## src/common/ulpi_pkg.sv

```systemverilog
package ulpi_pkg;

  // One byte on its way to the PHY, last marks the end of a transfer
  typedef struct packed {
    logic [7:0] data;
    logic       last;
  } ulpi_tx_byte_t;

  // Input stream beat of a USB data packet
  // keep low with last high is a zero-length packet
  typedef struct packed {
    logic [7:0] data;
    logic       keep;
    logic       last;
    logic [3:0] pid;
  } usb_beat_t;

  // ULPI command prefixes
  localparam logic [7:0] ULPI_CMD_TX   = 8'h40;
  localparam logic [7:0] ULPI_CMD_REGW = 8'h80;

  localparam logic [15:0] CRC16_INIT = 16'hffff;

  // Reflected form of polynomial 0x8005
  localparam logic [15:0] CRC16_POLY_REV = 16'ha001;

  // Advance the USB CRC16 by one byte, LSB first
  function automatic logic [15:0] usb_crc16_next(
    input logic [15:0] crc,
    input logic [7:0]  data
  );
    logic [15:0] c;
    c = crc ^ {8'h00, data};
    for (int i = 0; i < 8; i++) begin
      if (c[0]) begin
        c = (c >> 1) ^ CRC16_POLY_REV;
      end else begin
        c = c >> 1;
      end
    end
    return c;
  endfunction

endpackage

```

## src/phy_reg_source.sv

```systemverilog
module phy_reg_source
  import ulpi_pkg::*;
(
  input  logic          clock,
  input  logic          reset,
  input  logic          reg_write_i,
  input  logic [5:0]    reg_addr_i,
  input  logic [7:0]    reg_data_i,
  output logic          reg_busy_o,
  output logic          reg_valid_o,
  output ulpi_tx_byte_t reg_byte_o,
  input  logic          reg_ready_i
);

  typedef enum logic [1:0] {
    ST_IDLE,
    ST_ADDR,
    ST_DATA
  } state_t;

  state_t     state_q;
  logic [5:0] addr_q;
  logic [7:0] data_q;
  logic       byte_move;

  assign byte_move   = reg_valid_o && reg_ready_i;
  assign reg_busy_o  = state_q != ST_IDLE;
  assign reg_valid_o = state_q != ST_IDLE;

  // REGW command byte first, then the value flagged last
  always_comb begin
    if (state_q == ST_DATA) begin
      reg_byte_o.data = data_q;
      reg_byte_o.last = 1'b1;
    end else begin
      reg_byte_o.data = ULPI_CMD_REGW | {2'b00, addr_q};
      reg_byte_o.last = 1'b0;
    end
  end

  always_ff @(posedge clock) begin
    if (reset) begin
      state_q <= ST_IDLE;
    end else begin
      case (state_q)
        ST_IDLE: if (reg_write_i) state_q <= ST_ADDR;
        ST_ADDR: if (byte_move) state_q <= ST_DATA;
        ST_DATA: if (byte_move) state_q <= ST_IDLE;
        default: state_q <= ST_IDLE;
      endcase
    end
  end

  // Request fields are only captured while idle
  always_ff @(posedge clock) begin
    if (state_q == ST_IDLE && reg_write_i) begin
      addr_q <= reg_addr_i;
      data_q <= reg_data_i;
    end
  end

endmodule

```

## src/ulpi_tx_top.sv

```systemverilog
module ulpi_tx_top
  import ulpi_pkg::*;
(
  input  logic       clock,
  input  logic       reset,
  input  logic       s_valid_i,
  input  usb_beat_t  s_beat_i,
  output logic       s_ready_o,
  input  logic       hsk_send_i,
  input  logic [3:0] hsk_pid_i,
  output logic       hsk_done_o,
  input  logic       reg_write_i,
  input  logic [5:0] reg_addr_i,
  input  logic [7:0] reg_data_i,
  output logic       reg_busy_o,
  output logic       pkt_done_o,
  output logic       reg_done_o,
  input  logic       ulpi_dir_i,
  input  logic       ulpi_nxt_i,
  output logic [7:0] ulpi_data_o,
  output logic       ulpi_stp_o
);

  logic          pkt_valid;
  ulpi_tx_byte_t pkt_byte;
  logic          pkt_ready;
  logic          reg_valid;
  ulpi_tx_byte_t reg_byte;
  logic          reg_ready;

  usb_packet_source u_pkt_src (
    .clock       (clock),
    .reset       (reset),
    .s_valid_i   (s_valid_i),
    .s_beat_i    (s_beat_i),
    .s_ready_o   (s_ready_o),
    .hsk_send_i  (hsk_send_i),
    .hsk_pid_i   (hsk_pid_i),
    .hsk_done_o  (hsk_done_o),
    .pkt_valid_o (pkt_valid),
    .pkt_byte_o  (pkt_byte),
    .pkt_ready_i (pkt_ready)
  );

  phy_reg_source u_reg_src (
    .clock       (clock),
    .reset       (reset),
    .reg_write_i (reg_write_i),
    .reg_addr_i  (reg_addr_i),
    .reg_data_i  (reg_data_i),
    .reg_busy_o  (reg_busy_o),
    .reg_valid_o (reg_valid),
    .reg_byte_o  (reg_byte),
    .reg_ready_i (reg_ready)
  );

  ulpi_encoder u_encoder (
    .clock       (clock),
    .reset       (reset),
    .pkt_valid_i (pkt_valid),
    .pkt_byte_i  (pkt_byte),
    .pkt_ready_o (pkt_ready),
    .reg_valid_i (reg_valid),
    .reg_byte_i  (reg_byte),
    .reg_ready_o (reg_ready),
    .pkt_done_o  (pkt_done_o),
    .reg_done_o  (reg_done_o),
    .ulpi_dir_i  (ulpi_dir_i),
    .ulpi_nxt_i  (ulpi_nxt_i),
    .ulpi_data_o (ulpi_data_o),
    .ulpi_stp_o  (ulpi_stp_o)
  );

endmodule

```

## src/ulpi_encoder/skid_loader.sv

```systemverilog
module skid_loader
  import ulpi_pkg::*;
(
  input  logic          clock,
  input  logic          reset,
  input  logic          s_valid_i,
  input  ulpi_tx_byte_t s_byte_i,
  output logic          s_ready_o,
  output logic          m_valid_o,
  output ulpi_tx_byte_t m_byte_o,
  input  logic          m_ready_i
);

  logic          m_valid_q;
  ulpi_tx_byte_t m_byte_q;
  logic          ov_valid_q;
  ulpi_tx_byte_t ov_byte_q;
  logic          s_fire;
  logic          out_free;

  // Ready comes from a register, so nxt never reaches the sources
  assign s_ready_o = !ov_valid_q;
  assign m_valid_o = m_valid_q;
  assign m_byte_o  = m_byte_q;

  assign s_fire   = s_valid_i && s_ready_o;
  assign out_free = !m_valid_q || m_ready_i;

  always_ff @(posedge clock) begin
    if (reset) begin
      m_valid_q  <= 1'b0;
      ov_valid_q <= 1'b0;
    end else if (out_free) begin
      // Overflow entry drains first to keep byte order
      if (ov_valid_q) begin
        m_valid_q  <= 1'b1;
        ov_valid_q <= 1'b0;
      end else begin
        m_valid_q <= s_fire;
      end
    end else if (s_fire) begin
      ov_valid_q <= 1'b1;
    end
  end

  always_ff @(posedge clock) begin
    if (out_free) begin
      if (ov_valid_q) begin
        m_byte_q <= ov_byte_q;
      end else if (s_fire) begin
        m_byte_q <= s_byte_i;
      end
    end else if (s_fire) begin
      ov_byte_q <= s_byte_i;
    end
  end

endmodule

```

## src/ulpi_encoder/ulpi_encoder.sv

```systemverilog
module ulpi_encoder
  import ulpi_pkg::*;
(
  input  logic          clock,
  input  logic          reset,
  input  logic          pkt_valid_i,
  input  ulpi_tx_byte_t pkt_byte_i,
  output logic          pkt_ready_o,
  input  logic          reg_valid_i,
  input  ulpi_tx_byte_t reg_byte_i,
  output logic          reg_ready_o,
  output logic          pkt_done_o,
  output logic          reg_done_o,
  input  logic          ulpi_dir_i,
  input  logic          ulpi_nxt_i,
  output logic [7:0]    ulpi_data_o,
  output logic          ulpi_stp_o
);

  typedef enum logic [1:0] {
    OWN_NONE,
    OWN_REG,
    OWN_PKT
  } owner_t;

  owner_t        owner_q;
  logic          feed_q;
  logic          dir_q;
  logic          stp_pend_q;
  logic          pkt_done_q;
  logic          reg_done_q;
  logic          turnaround;
  logic          sel_valid;
  ulpi_tx_byte_t sel_byte;
  logic          skid_valid;
  logic          skid_ready;
  logic          out_valid;
  ulpi_tx_byte_t out_byte;
  logic          out_ready;
  logic          load;
  logic          accept;

  // PHY owns the bus now or turned it around last cycle
  assign turnaround = ulpi_dir_i || dir_q;

  always_comb begin
    sel_valid = 1'b0;
    sel_byte  = reg_byte_i;
    case (owner_q)
      OWN_REG: begin
        sel_valid = reg_valid_i;
        sel_byte  = reg_byte_i;
      end
      OWN_PKT: begin
        sel_valid = pkt_valid_i;
        sel_byte  = pkt_byte_i;
      end
      default: ;
    endcase
  end

  assign skid_valid  = feed_q && !turnaround && sel_valid;
  assign load        = skid_valid && skid_ready;
  assign reg_ready_o = feed_q && !turnaround && skid_ready && owner_q == OWN_REG;
  assign pkt_ready_o = feed_q && !turnaround && skid_ready && owner_q == OWN_PKT;

  assign out_ready = ulpi_nxt_i && !turnaround;
  assign accept    = out_valid && out_ready;

  assign ulpi_data_o = (out_valid && !turnaround) ? out_byte.data : 8'h00;
  assign ulpi_stp_o  = stp_pend_q && !turnaround;
  assign pkt_done_o  = pkt_done_q;
  assign reg_done_o  = reg_done_q;

  always_ff @(posedge clock) begin
    if (reset) begin
      dir_q      <= 1'b0;
      owner_q    <= OWN_NONE;
      feed_q     <= 1'b0;
      stp_pend_q <= 1'b0;
      pkt_done_q <= 1'b0;
      reg_done_q <= 1'b0;
    end else begin
      dir_q      <= ulpi_dir_i;
      pkt_done_q <= ulpi_stp_o && owner_q == OWN_PKT;
      reg_done_q <= ulpi_stp_o && owner_q == OWN_REG;

      // stp waits out a turnaround that starts right after the last byte
      if (accept && out_byte.last) begin
        stp_pend_q <= 1'b1;
      end else if (ulpi_stp_o) begin
        stp_pend_q <= 1'b0;
      end

      if (owner_q == OWN_NONE) begin
        // Register commands win over packets
        if (reg_valid_i) begin
          owner_q <= OWN_REG;
          feed_q  <= 1'b1;
        end else if (pkt_valid_i) begin
          owner_q <= OWN_PKT;
          feed_q  <= 1'b1;
        end
      end else begin
        if (load && sel_byte.last) begin
          feed_q <= 1'b0;
        end
        if (ulpi_stp_o) begin
          owner_q <= OWN_NONE;
        end
      end
    end
  end

  skid_loader u_skid (
    .clock     (clock),
    .reset     (reset),
    .s_valid_i (skid_valid),
    .s_byte_i  (sel_byte),
    .s_ready_o (skid_ready),
    .m_valid_o (out_valid),
    .m_byte_o  (out_byte),
    .m_ready_i (out_ready)
  );

endmodule

```

## src/usb_tx/usb_packet_source.sv

```systemverilog
module usb_packet_source
  import ulpi_pkg::*;
(
  input  logic          clock,
  input  logic          reset,
  input  logic          s_valid_i,
  input  usb_beat_t     s_beat_i,
  output logic          s_ready_o,
  input  logic          hsk_send_i,
  input  logic [3:0]    hsk_pid_i,
  output logic          hsk_done_o,
  output logic          pkt_valid_o,
  output ulpi_tx_byte_t pkt_byte_o,
  input  logic          pkt_ready_i
);

  typedef enum logic [2:0] {
    ST_IDLE,
    ST_PID,
    ST_DATA,
    ST_CRC_LO,
    ST_CRC_HI
  } state_t;

  state_t      state_q;
  logic        is_hsk_q;
  logic [3:0]  pid_q;
  logic [15:0] crc_q;
  logic        hsk_done_q;
  logic        byte_move;
  logic        zlp;
  logic [15:0] crc_tx;

  assign zlp       = s_beat_i.last && !s_beat_i.keep;
  assign crc_tx    = ~crc_q;
  assign byte_move = pkt_valid_o && pkt_ready_i;

  assign hsk_done_o = hsk_done_q;

  always_comb begin
    pkt_valid_o = 1'b0;
    pkt_byte_o  = '0;
    s_ready_o   = 1'b0;
    case (state_q)
      ST_PID: begin
        pkt_valid_o     = 1'b1;
        pkt_byte_o.data = ULPI_CMD_TX | {4'h0, pid_q};
        pkt_byte_o.last = is_hsk_q;
        // An empty packet gives up its only beat along with the TX CMD
        s_ready_o = pkt_ready_i && !is_hsk_q && zlp;
      end
      ST_DATA: begin
        pkt_valid_o     = s_valid_i;
        pkt_byte_o.data = s_beat_i.data;
        s_ready_o       = pkt_ready_i;
      end
      ST_CRC_LO: begin
        pkt_valid_o     = 1'b1;
        pkt_byte_o.data = crc_tx[7:0];
      end
      ST_CRC_HI: begin
        pkt_valid_o     = 1'b1;
        pkt_byte_o.data = crc_tx[15:8];
        pkt_byte_o.last = 1'b1;
      end
      default: ;
    endcase
  end

  always_ff @(posedge clock) begin
    if (reset) begin
      state_q    <= ST_IDLE;
      is_hsk_q   <= 1'b0;
      pid_q      <= 4'h0;
      crc_q      <= CRC16_INIT;
      hsk_done_q <= 1'b0;
    end else begin
      hsk_done_q <= 1'b0;
      case (state_q)
        ST_IDLE: begin
          crc_q <= CRC16_INIT;
          // Handshakes go first, done blocks a second start on the same request
          if (hsk_send_i && !hsk_done_q) begin
            state_q  <= ST_PID;
            is_hsk_q <= 1'b1;
            pid_q    <= hsk_pid_i;
          end else if (s_valid_i) begin
            state_q  <= ST_PID;
            is_hsk_q <= 1'b0;
            pid_q    <= s_beat_i.pid;
          end
        end
        ST_PID: begin
          if (byte_move) begin
            if (is_hsk_q) begin
              state_q    <= ST_IDLE;
              hsk_done_q <= 1'b1;
            end else if (zlp) begin
              state_q <= ST_CRC_LO;
            end else begin
              state_q <= ST_DATA;
            end
          end
        end
        ST_DATA: begin
          if (byte_move) begin
            crc_q <= usb_crc16_next(crc_q, s_beat_i.data);
            if (s_beat_i.last) begin
              state_q <= ST_CRC_LO;
            end
          end
        end
        ST_CRC_LO: begin
          if (byte_move) begin
            state_q <= ST_CRC_HI;
          end
        end
        ST_CRC_HI: begin
          if (byte_move) begin
            state_q <= ST_IDLE;
          end
        end
        default: state_q <= ST_IDLE;
      endcase
    end
  end

endmodule

```

## config.mk

```make
export PLATFORM = sky130hd
export DESIGN_NAME = ulpi_tx_top
export DESIGN_NICKNAME = d
export VERILOG_FILES = /design/src/common/ulpi_pkg.sv /design/src/phy_reg_source.sv /design/src/ulpi_tx_top.sv /design/src/ulpi_encoder/skid_loader.sv /design/src/ulpi_encoder/ulpi_encoder.sv /design/src/usb_tx/usb_packet_source.sv
export SDC_FILE = /design/constraint.sdc
export NUM_CORES = 1
export LEC_CHECK = 0
export ABC_AREA = 1
export BUFFER_PORTS_ARGS = -buffer_cell sky130_fd_sc_hd__buf_2
export CORE_ASPECT_RATIO = 0.9
export CORE_MARGIN = 1
export CORE_UTILIZATION = 32
export DETAILED_ROUTE_END_ITERATION = 6
export GPL_TIMING_DRIVEN = 1
export MAX_ROUTING_LAYER = met4
export PLACE_DENSITY_LB_ADDON = 0.05
export SYNTH_ARGS = -nofsm -noshare
export SYNTH_HDL_FRONTEND = slang
export SYNTH_SLANG_ARGS = --single-unit
```

## constraint.sdc

```tcl
create_clock -name clock -period 5.3 [get_ports clock]
set_input_delay 0 -clock clock [delete_from_list [all_inputs] [get_ports clock]]
set_output_delay 0 -clock clock [all_outputs]
set_load 0.1 [all_outputs]
```

Word-level counts from Yosys, hierarchy flattened:

Cells that the tools add are included.
Widths: inputs -> output; s select.

* $add $sub $neg: 0
* $mul: 0
* div/mod/pow operators: 0
* order comparisons: 0
* eq/ne operators: 18
* shifts and indexed selects: 0
* multiplexer cells: 71
* bitwise operators: 13
* reduce and logical (&&, ||, !) cells: 50

Operators by type and width (count)
* $mux 16: 30
* $mux 9: 4
* $pmux 16 s2: 1
* $pmux 8 s4: 1
* $mux 3: 8
* $not 2->3: 8
* $logic_and 1x1->1: 21
* $not 16->16: 1
* $xor 16x8->16: 1
* $pmux 3 s5: 1
* $mux 2: 7
* $reduce_bool 2->1: 7
* $ne 2x1->1 const B: 6
* $reduce_and 2->1: 6
* $mux 1: 11
* $mux 4: 2
* $mux 8: 1
* $pmux 1 s2: 4
* $eq 3x2->1 const B: 2
* $logic_not 1->1: 6
* $pmux 2 s3: 1
* $reduce_and 6->1: 1
* $reduce_or 3->1: 2
* $eq 2x1->1 const B: 2
* 12 further kinds: 18

* register bits: 68
* latch bits: 0
* memory bits (writable): 0
* ROM bits: 0
* input bits: 39
* output and inout bits: 14
* word-level logic and storage cells: 172
* memories kept: 0

Depth between registers and ports, before layout:

Gate-level depths: netlist of the first run.

* depth in word-level cells: 43
* gate-level depth with buffers: 15
* depth with buffers taken out: 15

Cells and area by module:

Synthesis of the first run repeated with hierarchy kept, for this count alone.

* cell total of the unflattened synthesis: 468
* area total of the unflattened synthesis: 3510.9 um^2

Modules (own cells, without submodules)
* usb_packet_source: instances 1, cells each 256, area each 1602.8 um^2
* skid_loader: instances 1, cells each 59, area each 739.5 um^2
* phy_reg_source: instances 1, cells each 52, area each 615.6 um^2
* ulpi_encoder: instances 1, cells each 101, area each 553.0 um^2

Worst setup path after synthesis of the first run:

No wires, ideal clock.

* path type: register -> output
* from: reg u_pkt_src.state_q[0]
* to: out s_ready_o
* arrival: 3.085 ns
* required time: 5.300 ns
* setup slack: 2.215 ns
* cell stages (with the launch flop): 7
* buffers on the path: 0
* path through: dfxtp_1 inv_1 nor2_1 inv_1 nor2_1 nand2_1 a21boi_0

* word-level cells in the longest chain between the ends: 2

Ends and longest elaborated chain
* from (decl): RTL line usb_packet_source.sv:25 `state_t state_q;`
* from (signal assigned): RTL line usb_packet_source.sv:72 `state_q <= ST_IDLE;`
* from (signal assigned): RTL line usb_packet_source.sv:84 `state_q <= ST_PID;`
* from (signal assigned): RTL line usb_packet_source.sv:88 `state_q <= ST_PID;`
* $eq 3x2->1 / $eq 3x1->1 (equally long branches): RTL line usb_packet_source.sv:44 `case (state_q)`
* $pmux 1 s2 *: RTL line usb_packet_source.sv:44
* to (decl): RTL line ulpi_tx_top.sv:8 `output logic s_ready_o,`

Every way passes the cells marked *; elsewhere a longest branch is shown, timed or not.

Worst setup path after layout of the first run:

* from: reg u_pkt_src.state_q[1]
* to: reg u_encoder.u_skid.m_byte_q, in the netlist u_encoder.u_skid.m_byte_o[5] (enable)

* word-level cells in the longest chain between the ends: 8

Ends and longest elaborated chain
* $eq 3x1->1, or another cell as far along: RTL line usb_packet_source.sv:44
* $reduce_or 3->1 (no source line)
* $pmux 1 s2 *: RTL line usb_packet_source.sv:44
* $pmux 1 s2 *: RTL line ulpi_encoder.sv:49 `case (owner_q)`
* $logic_and 1x1->1 *: RTL line ulpi_encoder.sv:62 `assign skid_valid = feed_q && !turnaround && sel_valid;`
* $logic_and 1x1->1 *: RTL line skid_loader.sv:26 `assign s_fire = s_valid_i && s_ready_o;`
* $reduce_bool 2->1 (no source line) *
* $reduce_and 2->1 (no source line) *
* to (signal assigned): RTL line skid_loader.sv:49 `m_byte_q <= ov_byte_q;`
* to (signal assigned): RTL line skid_loader.sv:51 `m_byte_q <= s_byte_i;`
* to (decl): RTL line skid_loader.sv:15 `ulpi_tx_byte_t m_byte_q;`

Marks and branches as above.
A chain may end at the register's enable or synchronous reset.

==> results.ini, run 1 <==
[status]
status = finished, final reports clean

[floorplan]
ioPinCount = 53
core_sq_um = 10290
die_h_um = 99.80
start_util_pct = 33.05
rows = 35
die_x_um = 110.7
die_area_sq_um = 11040

[yosys]
syn_nets = 465
synth_area_leader_cell = edfxtp_1
synth_edf_count = 32
syn_area_sq_um = 3401
ys_seq_elements = 68
netlist.area_leader.share_pct = 28.26
synth_seq_area_share_pct = 49.45
synth_cell_types = 35
synth_most_common_cell = nand2_1
ys_top_cells_by_area = edfxtp_1, dfxtp_1, nand2_1
synth_ff_type = dfxtp_1
netlist_top_cells_count = nand2_1, inv_1, nor2_1
syn-instance-count = 423
synthArstFlopShare_pct = 0
yosysWarnings = 0
postSynthAreaPerCell_sq_um = 8.040

[route]
drtPass1Iterations = 6
vias = 3023
drc = 0
ant_nets = 0
drt-initial-drc-count = 151
wirelength_um = 9047
viasPerCell = 4.746
wire_per_inst_um = 14.20

[sta]
grt_setup_unrepaired = false
setup-tns-final_ns = 0
min_period_ns = 2.570
period_share_pct = 48.49
worstMarginPinSlew_ns = 0.8655
fin_hold_ws_ns = 0.01733
slew_violations = 0
finalSetupViolations = 0
finalWorstSetupSlack_ns = 2.730
timing.fmax_mhz = 389.1
hold_violations = 0
clock_skew_ns = 0.008081
slew_headroom_pct = 42.24

[clock_tree]
hold_buffers = 25
cts.sinks = 68
cts_buffers = 9
cts_tree = built
cts_root_buf = clkbuf_16
insertion_delay_ns = 0.33
cts_setup_buffers = 0
htreeDepth = 3
clkTransAtPathRegs_ns = 0.06
post_cts_resized = 0
clock_tree.buffer_depth = 2

[setup_path]
r2r_start = u_pkt_src.state_q[1]$_SDFFE_PP0P_
crit_fanout = 16
slowest_stage = nor2_1
endpoint_kind = register
start_kind = register
critPathMaxStageDelay_ns = 0.57
critPathLaunch = u_pkt_src.state_q[1]$_SDFFE_PP0P_
crit_family = simple AND/OR/NAND/NOR gates
critPathBufInv = 0
crit_top_cell = nor2_1
path_cells = nand3_2 -> nor2_2 -> nor2_1 -> o22ai_1 -> nand4_1 -> nor2_1 -> nor2_1 -> nor2_1
required_ns = 5.25
cp_data_arrival_time_ns = 2.52
criticalPathCategory = register to register

[finish]
fin_area_sq_um = 4355
fin_nets = 545
postLayoutCoreUtil_pct = 42.32
seqCellArea_sq_um = 1682
multi_input_area_sq_um = 1436
num_antenna_cells = 0
syn2layout_area_growth_pct = 28.07
layout-drive-gt1-share_pct = 17.91
final_cells = 637
fillers = 1061

[grt]
grt_max_degree = 26
grt-ovfl-total = 0
top_usage_layer = met2
grt_usage_pct = 18.02
grtUsageMet2_pct = 26.76
grt_pass1_vias = 2933
grtUsageMet1_pct = 24.47
grt_first_pass_wirelength_um = 14920
use_met3_pct = 3.986
antenna_found_initial = 0

[job]
cap_viol_max_count = 0

[placement]
dpl_cell_area_sq_um = 3761
portBuffers = 52
place_congestion = 0.8075
dp_hpwl_um = 6383
dp.cells = 596
dp_slack_ns = 2.710

[pwr]
powerDensity_nw_per_um2 = 509.3
p_leak_nw = 1.997
power_mw = 2.218
ir_drop_mv = 0.1910

[worst_hold_path]
worstHoldStart = reset
worstHoldPathType = input port to register

[layout make-up]
type	count	area share (%)
tap	129	3.706
sequential	68	38.61
clock buffer	11	6.061
inverter	57	4.912
multi-input combinational	289	32.98
clock inverter	5	1.839
timing repair buffer	78	11.89
[cell usage in the layout, fill, tap and decap left out, types with 7 or more instances in the layout]
cell and instances:
nand2_1 113, inv_1 55, buf_2 52, nor2_1 37, dfxtp_1 36, edfxtp_1 32
o21ai_0 28, dlygate4sd3_1 25, a21oi_1 21, nand3_1 20, o22ai_1 14, clkbuf_16 10
o21ai_2 9, nor3_1 7, o211ai_1 7
[where the power goes]
part	switching (mW)	internal, mW	leakage (nW)
Clock	0.230	0.454	0.171
Combinational	0.507	0.263	1.23
Sequential	0.0959	0.668	0.594
[routing by layer]
metal	share of wire [%]	wire length, um
met5	0	0
met4	1.0	92
met3	4.0	361
met2	42	3768
met1	53	4824
[kinds of logic after synthesis]
family | Yosys count | share of synthesized area, %
compound gates | 94 | 16.92
xor+xnor | 3 | 0.9936
fa+ha+maj | 3 | 1.104
buf+inv | 66 | 8.315
flops | 68 | 49.45
simple gates | 189 | 23.22
[worst paths after layout]
check | end | slack (ns) | cells past startpoint
max | u_encoder.u_skid.m_byte_o[5]$_DFFE_PP_ | 2.73 | 8
min | u_encoder.dir_q$_SDFF_PP0_ | 0.02 | 2
max reg2reg | u_encoder.u_skid.m_byte_o[5]$_DFFE_PP_ | 2.73 | 8
min reg2reg | u_encoder.stp_pend_q$_SDFFE_PP0P_ | 0.48 | 2
[worst reg2reg max path: cells and delay by family (launching register included)]
family          cells  cell delay, ns
compound gates      1            0.12
flops               1            0.46
simple gates        7            1.61
[state kept, by name, summed over array words and instances (netlist names), 2 cells and up]
name                        count
u_pkt_src.crc_q                16
u_encoder.u_skid.m_byte_o       9
u_encoder.u_skid.ov_byte_q      9
u_reg_src.data_q                8
u_reg_src.addr_q                6
u_pkt_src.pid_q                 4
u_pkt_src.state_q               3
u_encoder.owner_q               2
u_reg_src.state_q               2
Note: power is estimated with default switching activity, not from simulation.
==> run 2, diff against run 1 <==
- clock period: 5.3 -> 2.3 ns (I/O delays scaled with it)
==> run 2 against run 1 <==
Register-to-register slack worse by 2.5 ns. First-iteration DRC count down 19%. Count of clock-buffer cells in the layout up 1. Cell count up 1.3%.
==> results.ini, run 2 (synthesis gave the netlist of run 1 again) <==
[status]
status = finished, final reports clean

[setup_path]
path_cells = inv_1 -> nor2_1 -> inv_1 -> nor2_1 -> nand2_1 -> a21boi_2 -> buf_2
endpoint_kind = primary output
slowest_stage = buf_2
start_kind = register
crit_family = simple AND/OR/NAND/NOR gates
critPathMaxStageDelay_ns = 0.44
critPathBufInv = 3
cp_data_arrival_time_ns = 2.08
crit_fanout = 6
required_ns = 2.30
criticalPathCategory = register to primary output

[floorplan]
rows = 35
start_util_pct = 33.05
die_h_um = 99.80
ioPinCount = 53
die_area_sq_um = 11040
core_sq_um = 10290
die_x_um = 110.7

[pwr]
swShare_pct = 39.15
clock_power_share_pct = 26.1
p_leak_nw = 1.995
p_comb_share_pct = 37.0
p_sw_mw = 1.886
ir_drop_mv = 0.4569
powerDensity_nw_per_um2 = 1107
p_seq_share_pct = 36.8
p_int_mw = 2.930

[route]
wire_per_inst_um = 14.01
ant_nets = 0
vias = 3050
drtPass1Iterations = 4
wirelength_um = 9035
drt-initial-drc-count = 123
viasPerCell = 4.729
drc = 0

[clock_tree]
cts_tree = built
cts.sinks = 68
htreeDepth = 3
clock_tree.buffer_depth = 2
cts_setup_buffers = 0
cts_buffers = 9
insertion_delay_ns = 0.33
cts_root_buf = clkbuf_16
clkTransAtPathRegs_ns = 0.06

[finish]
multi_input_area_sq_um = 1444
largest_register_ffs = 16
syn2layout_area_growth_pct = 27.92
regMostFlops = u_pkt_src.crc_q
seqCellArea_sq_um = 1682
layout_common_cells = nand2_1, inv_1, buf_2
fin_nets = 553
fin_area_sq_um = 4350
layout-drive-gt1-share_pct = 19.19
fillers = 1049
layout_commonest_cell = nand2_1
num_antenna_cells = 0

[sta]
min_period_ns = 2.077
hold_violations = 0
timing.fmax_mhz = 481.5
worstMarginPinSlew_ns = 0.6222
slew_violations = 0
finalSetupViolations = 0
grt_setup_unrepaired = false
period_share_pct = 90.29
clock_skew_ns = 0.007606
slew_headroom_pct = 58.47
setup-tns-final_ns = 0

[grt]
antenna_found_initial = 0
grt_first_pass_wirelength_um = 14820
grt_usage_pct = 17.82
grt-ovfl-total = 0
grt_pass1_vias = 2949
grt_max_degree = 26

[placement]
place_congestion = 0.8442
portBuffers = 52
dp_hpwl_um = 6549
dpl_cell_area_sq_um = 3825

[job]
cap_viol_max_count = 0

[worst_hold_path]
worstHoldPathType = input port to register

-- run 2: routing by layer --
metal  part of all wire, %  routed length (um)  vias up  GRT usage [%]
met5                     0                   0        -              -
li1                      -                   -     1593              -
met4                  0.99                  89        0          6.051
met1                    52                4675     1395          23.96
met3                   2.6                 239        6          3.200
met2                    45                4031       56          27.19
-- run 2: layout make-up --
cell class | instances | share of cell area (%)
timing repair buffer | 86 | 13.29
clock inverter | 4 | 0.5752
tap | 129 | 3.710
inverter | 57 | 4.918
multi-input combinational | 289 | 33.19
clock buffer | 12 | 5.666
sequential | 68 | 38.65
-- run 2: metrics by stage --
stage | utilization, % | setup slack, ns | std cells | hold slack (ns) | power (mW)
after floorplan | - | 0.2751 | 423 | 0.09887 | 3.109
after global placement | 37.17 | 0.4137 | 604 | 0.1774 | 3.505
after detailed placement | 37.17 | 0.3373 | 604 | 0.1783 | 3.501
after CTS | 42.24 | 0.1309 | 645 | 0.03140 | 4.843
after global routing | 42.27 | 0.06457 | 645 | 0.03073 | 5.186
final | 42.27 | 0.2233 | 645 | 0.02717 | 4.816
-- run 2: power by group through the flow --
| stage | clock network [mW] | registers, mW | logic [mW] |
|---|---|---|---|
| finish | 1.26 | 1.77 | 1.78 |
| global placement | 0 | 1.80 | 1.70 |
| floorplan | 0 | 1.71 | 1.40 |
| global route | 1.35 | 1.80 | 2.04 |
| CTS | 1.29 | 1.77 | 1.78 |
| detailed placement | 0 | 1.79 | 1.71 |
-- run 2: worst paths after layout --
kind,slack (ns),from,to,cells after the start
hold / removal,0.03,reset,u_encoder.dir_q$_SDFF_PP0_,2
setup reg to reg,0.27,u_pkt_src.state_q[1]$_SDFFE_PP0P_,u_pkt_src.pid_q[0]$_SDFFE_PP0P_,6
setup / recovery,0.22,u_pkt_src.state_q[0]$_SDFFE_PP0P_,s_ready_o,7
hold reg to reg,0.46,u_encoder.stp_pend_q$_SDFFE_PP0P_,u_encoder.stp_pend_q$_SDFFE_PP0P_,2
-- run 2: worst register-to-register path, cell delays in order (launching register included) --
cell,delay [ns]
dfxtp_1,0.38
nor2_2,0.19
nand2_1,0.21
a21oi_2,0.34
o21ai_0,0.16
a31oi_1,0.15
dlygate4sd3_1,0.55
-- run 2: repair_timing --
action,CTS,global route
setup endpoints to repair,0,4
hold endpoints to repair,21,0
resized for setup,0,1
hold buffers,25,0
==> run 3, diff against run 2 <==
- SYNTH_HIERARCHICAL: default -> 1
==> run 3 against run 2 <==
Setup slack got worse by 0.020 ns. Combinational power shrank 6%. Hold slack gained 0.0063 ns. Sequential cell count unchanged. Sequential power shrank 6%. Routed wire length is 1.5% lower. Largest cell class unchanged. Area after synthesis rose by 3.2%. Clock skew shrank 0.0011 ns. Total power decreased by 2.2%. Utilization increased by 0.66 points. Critical path depth shrank 1. Cell count grew 7.0%.
==> results.ini, run 3 <==
[setup_path]
criticalPathCategory = register to register
endpoint_kind = register
required_ns = 2.57
cp_data_arrival_time_ns = 2.37
crit_fanout = 9
rrSetupSlack_ns = 0.20
critPathLaunch = u_pkt_src/state_q[0]$_SDFFE_PP0P_
r2r_start = u_pkt_src/state_q[0]$_SDFFE_PP0P_
start_kind = register
timing.rr.end = u_pkt_src/pid_q[3]$_SDFFE_PP0P_
ff2ff_path_depth = 6
cp-endpoint = u_pkt_src/pid_q[3]$_SDFFE_PP0P_

[grt]
grt_max_degree = 19
grt-ovfl-total = 0
grt_first_pass_wirelength_um = 15050
antenna_found_initial = 0
grt_pass1_vias = 3067
grt_usage_pct = 17.73

[floorplan]
die_area_sq_um = 11400
start_util_pct = 33.54
die_x_um = 112.4
ioPinCount = 53
die_h_um = 101.4
core_sq_um = 10470
rows = 35

[clock_tree]
cts.sinks = 68
htreeDepth = 3
cts_root_buf = clkbuf_16
insertion_delay_ns = 0.33
clkTransAtPathRegs_ns = 0.06
clock_tree.buffer_depth = 2
cts_setup_buffers = 0
cts_buffers = 9
cts_tree = built

[finish]
layout_common_cells = nand2_1, inv_1, buf_2
layout_commonest_cell = nand2_1
final_cells = 690
largest_register_ffs = 16
fillers = 1106
num_antenna_cells = 0
syn2layout_area_growth_pct = 27.98
regMostFlops = u_pkt_src/crc_q
layout-drive-gt1-share_pct = 17.83
fin_nets = 598

[route]
viasPerCell = 4.723
ant_nets = 0
vias = 3259
drc = 0
wire_per_inst_um = 12.90
drt-initial-drc-count = 186
drtPass1Iterations = 5
wirelength_um = 8903

[yosys]
ys_top_cells_by_area = edfxtp_1, dfxtp_1, nand2_1
syn-instance-count = 468
synth_cell_types = 33
postSynthAreaPerCell_sq_um = 7.502
netlist_top_cells_count = nand2_1, inv_1, dfxtp_1
yosys.area_share.simple_pct = 28.90
synthArstFlopShare_pct = 0
synth_edf_count = 32
netlist.area_leader.share_pct = 27.37
yosysWarnings = 6
synth_compound_area_share_pct = 12.30
synth_most_common_cell = nand2_1
synthAdderAreaFrac_pct = 1.069
synth_area_leader_cell = edfxtp_1
syn_nets = 510
synth_top_family_by_area = simple AND/OR/NAND/NOR gates
synth_ff_type = dfxtp_1
synth-xor-area-share_pct = 0.4989
synthMuxAreaShare_pct = 0
syn_area_sq_um = 3511
synth_seq_area_share_pct = 47.90
ys_seq_elements = 68

[placement]
place_congestion = 0.8006
dp.cells = 649
dp_hpwl_um = 6412
portBuffers = 52
dp_slack_ns = 0.2356

[pwr]
ir_drop_mv = 0.4425
p_comb_share_pct = 35.7
power_mw = 4.708
clock_power_share_pct = 28.8
p_leak_nw = 2.149
p_seq_share_pct = 35.4
p_int_mw = 2.920
powerDensity_nw_per_um2 = 1048
swShare_pct = 37.99
p_sw_mw = 1.789

[sta]
hold_violations = 0
finalSetupViolations = 0
period_share_pct = 91.15
fin_hold_ws_ns = 0.03343
slew_headroom_pct = 61.16
grt_setup_unrepaired = false
timing.fmax_mhz = 477.0
finalWorstSetupSlack_ns = 0.2036
min_period_ns = 2.096
clock_skew_ns = 0.006462
slew_violations = 0
worstMarginPinSlew_ns = 0.5790
setup-tns-final_ns = 0

[worst_hold_path]
worstHoldPathType = input port to register

[status]
status = finished, final reports clean

[job]
cap_viol_max_count = 0

==> run 3: per-stage QoR <==
stage	area (sq um)	utilization, %
after CTS	4487	42.87
after global routing	4493	42.93
after detailed placement	3944	37.68
after global placement	3944	37.68
after floorplan	3518	-
final	4493	42.93
==> run 3: final cells by class <==
class / instances / area (sq um) / share of cell area (%)
multi-input cells: 321 / 1511 / 33.64
repair buffers: 86 / 578.1 / 12.87
inverters: 70 / 267.8 / 5.959
clock buffers: 9 / 225.2 / 5.013
flip-flops and latches: 68 / 1682 / 37.43
well taps: 129 / 161.4 / 3.592
clock inverters: 7 / 67.56 / 1.504
==> run 3: kinds of logic (layout without fill, tap and decap cells) <==
family                     Yosys count  count (layout)
AOI/OAI and AO/OA                   72              72
xor gates and xnor gates             2               2
adders and majority gates            3               3
buffers and inverters               79             172
DFF                                 68              68
and+or+nand+nor                    244             244
==> run 3: power groups by stage <==
stage,registers [mW],clock network (mW),logic [mW]
2_1_floorplan,1.64,0,1.25
3_3_place_gp,1.69,0,1.62
3_5_place_dp,1.69,0,1.61
4_1_cts,1.67,1.41,1.69
5_1_grt,1.69,1.44,1.95
6_report,1.67,1.36,1.68
==> run 3: critical path: stages (launching register included) <==
cell	delay, ns
dfxtp_1	0.39
nor3_1	0.30
inv_1	0.17
a21oi_2	0.30
o21ai_0	0.12
a31oi_1	0.18
dlygate4sd3_1	0.58
==> run 3: timing repair <==
action,4_1_cts,5_1_grt
resized for setup,0,2
hold endpoints to repair,21,0
hold buffers,25,0
setup endpoints to repair,0,22
==> run 3: how the worst min path moves through the flow <==
stage / end / cells after the start / slack, ns / start
after floorplan: u_encoder/owner_q[0]$_SDFFE_PP0P_ / 1 / 0.07 / reset
after global placement: u_reg_src/addr_q[2]$_DFFE_PP_ / 1 / 0.18 / reg_addr_i[2]
after detailed placement: u_reg_src/data_q[2]$_DFFE_PP_ / 1 / 0.18 / reg_data_i[2]
after CTS: u_pkt_src/state_q[0]$_SDFFE_PP0P_ / 4 / 0.01 / s_beat_i[4]
after global routing: u_pkt_src/state_q[0]$_SDFFE_PP0P_ / 4 / 0.04 / s_beat_i[4]
final: u_pkt_src/state_q[0]$_SDFFE_PP0P_ / 4 / 0.03 / s_beat_i[4]
==> run 3: layer usage <==
metal  share of wire [%]  vias to the layer above  global-route usage [%]
li1                    -                     1698                       -
met1                  50                     1473                   23.80
met2                  43                       75                   26.04
met3                 4.8                       13                   4.069
met4                 1.7                        0                   6.564
met5                   0                        -                       -
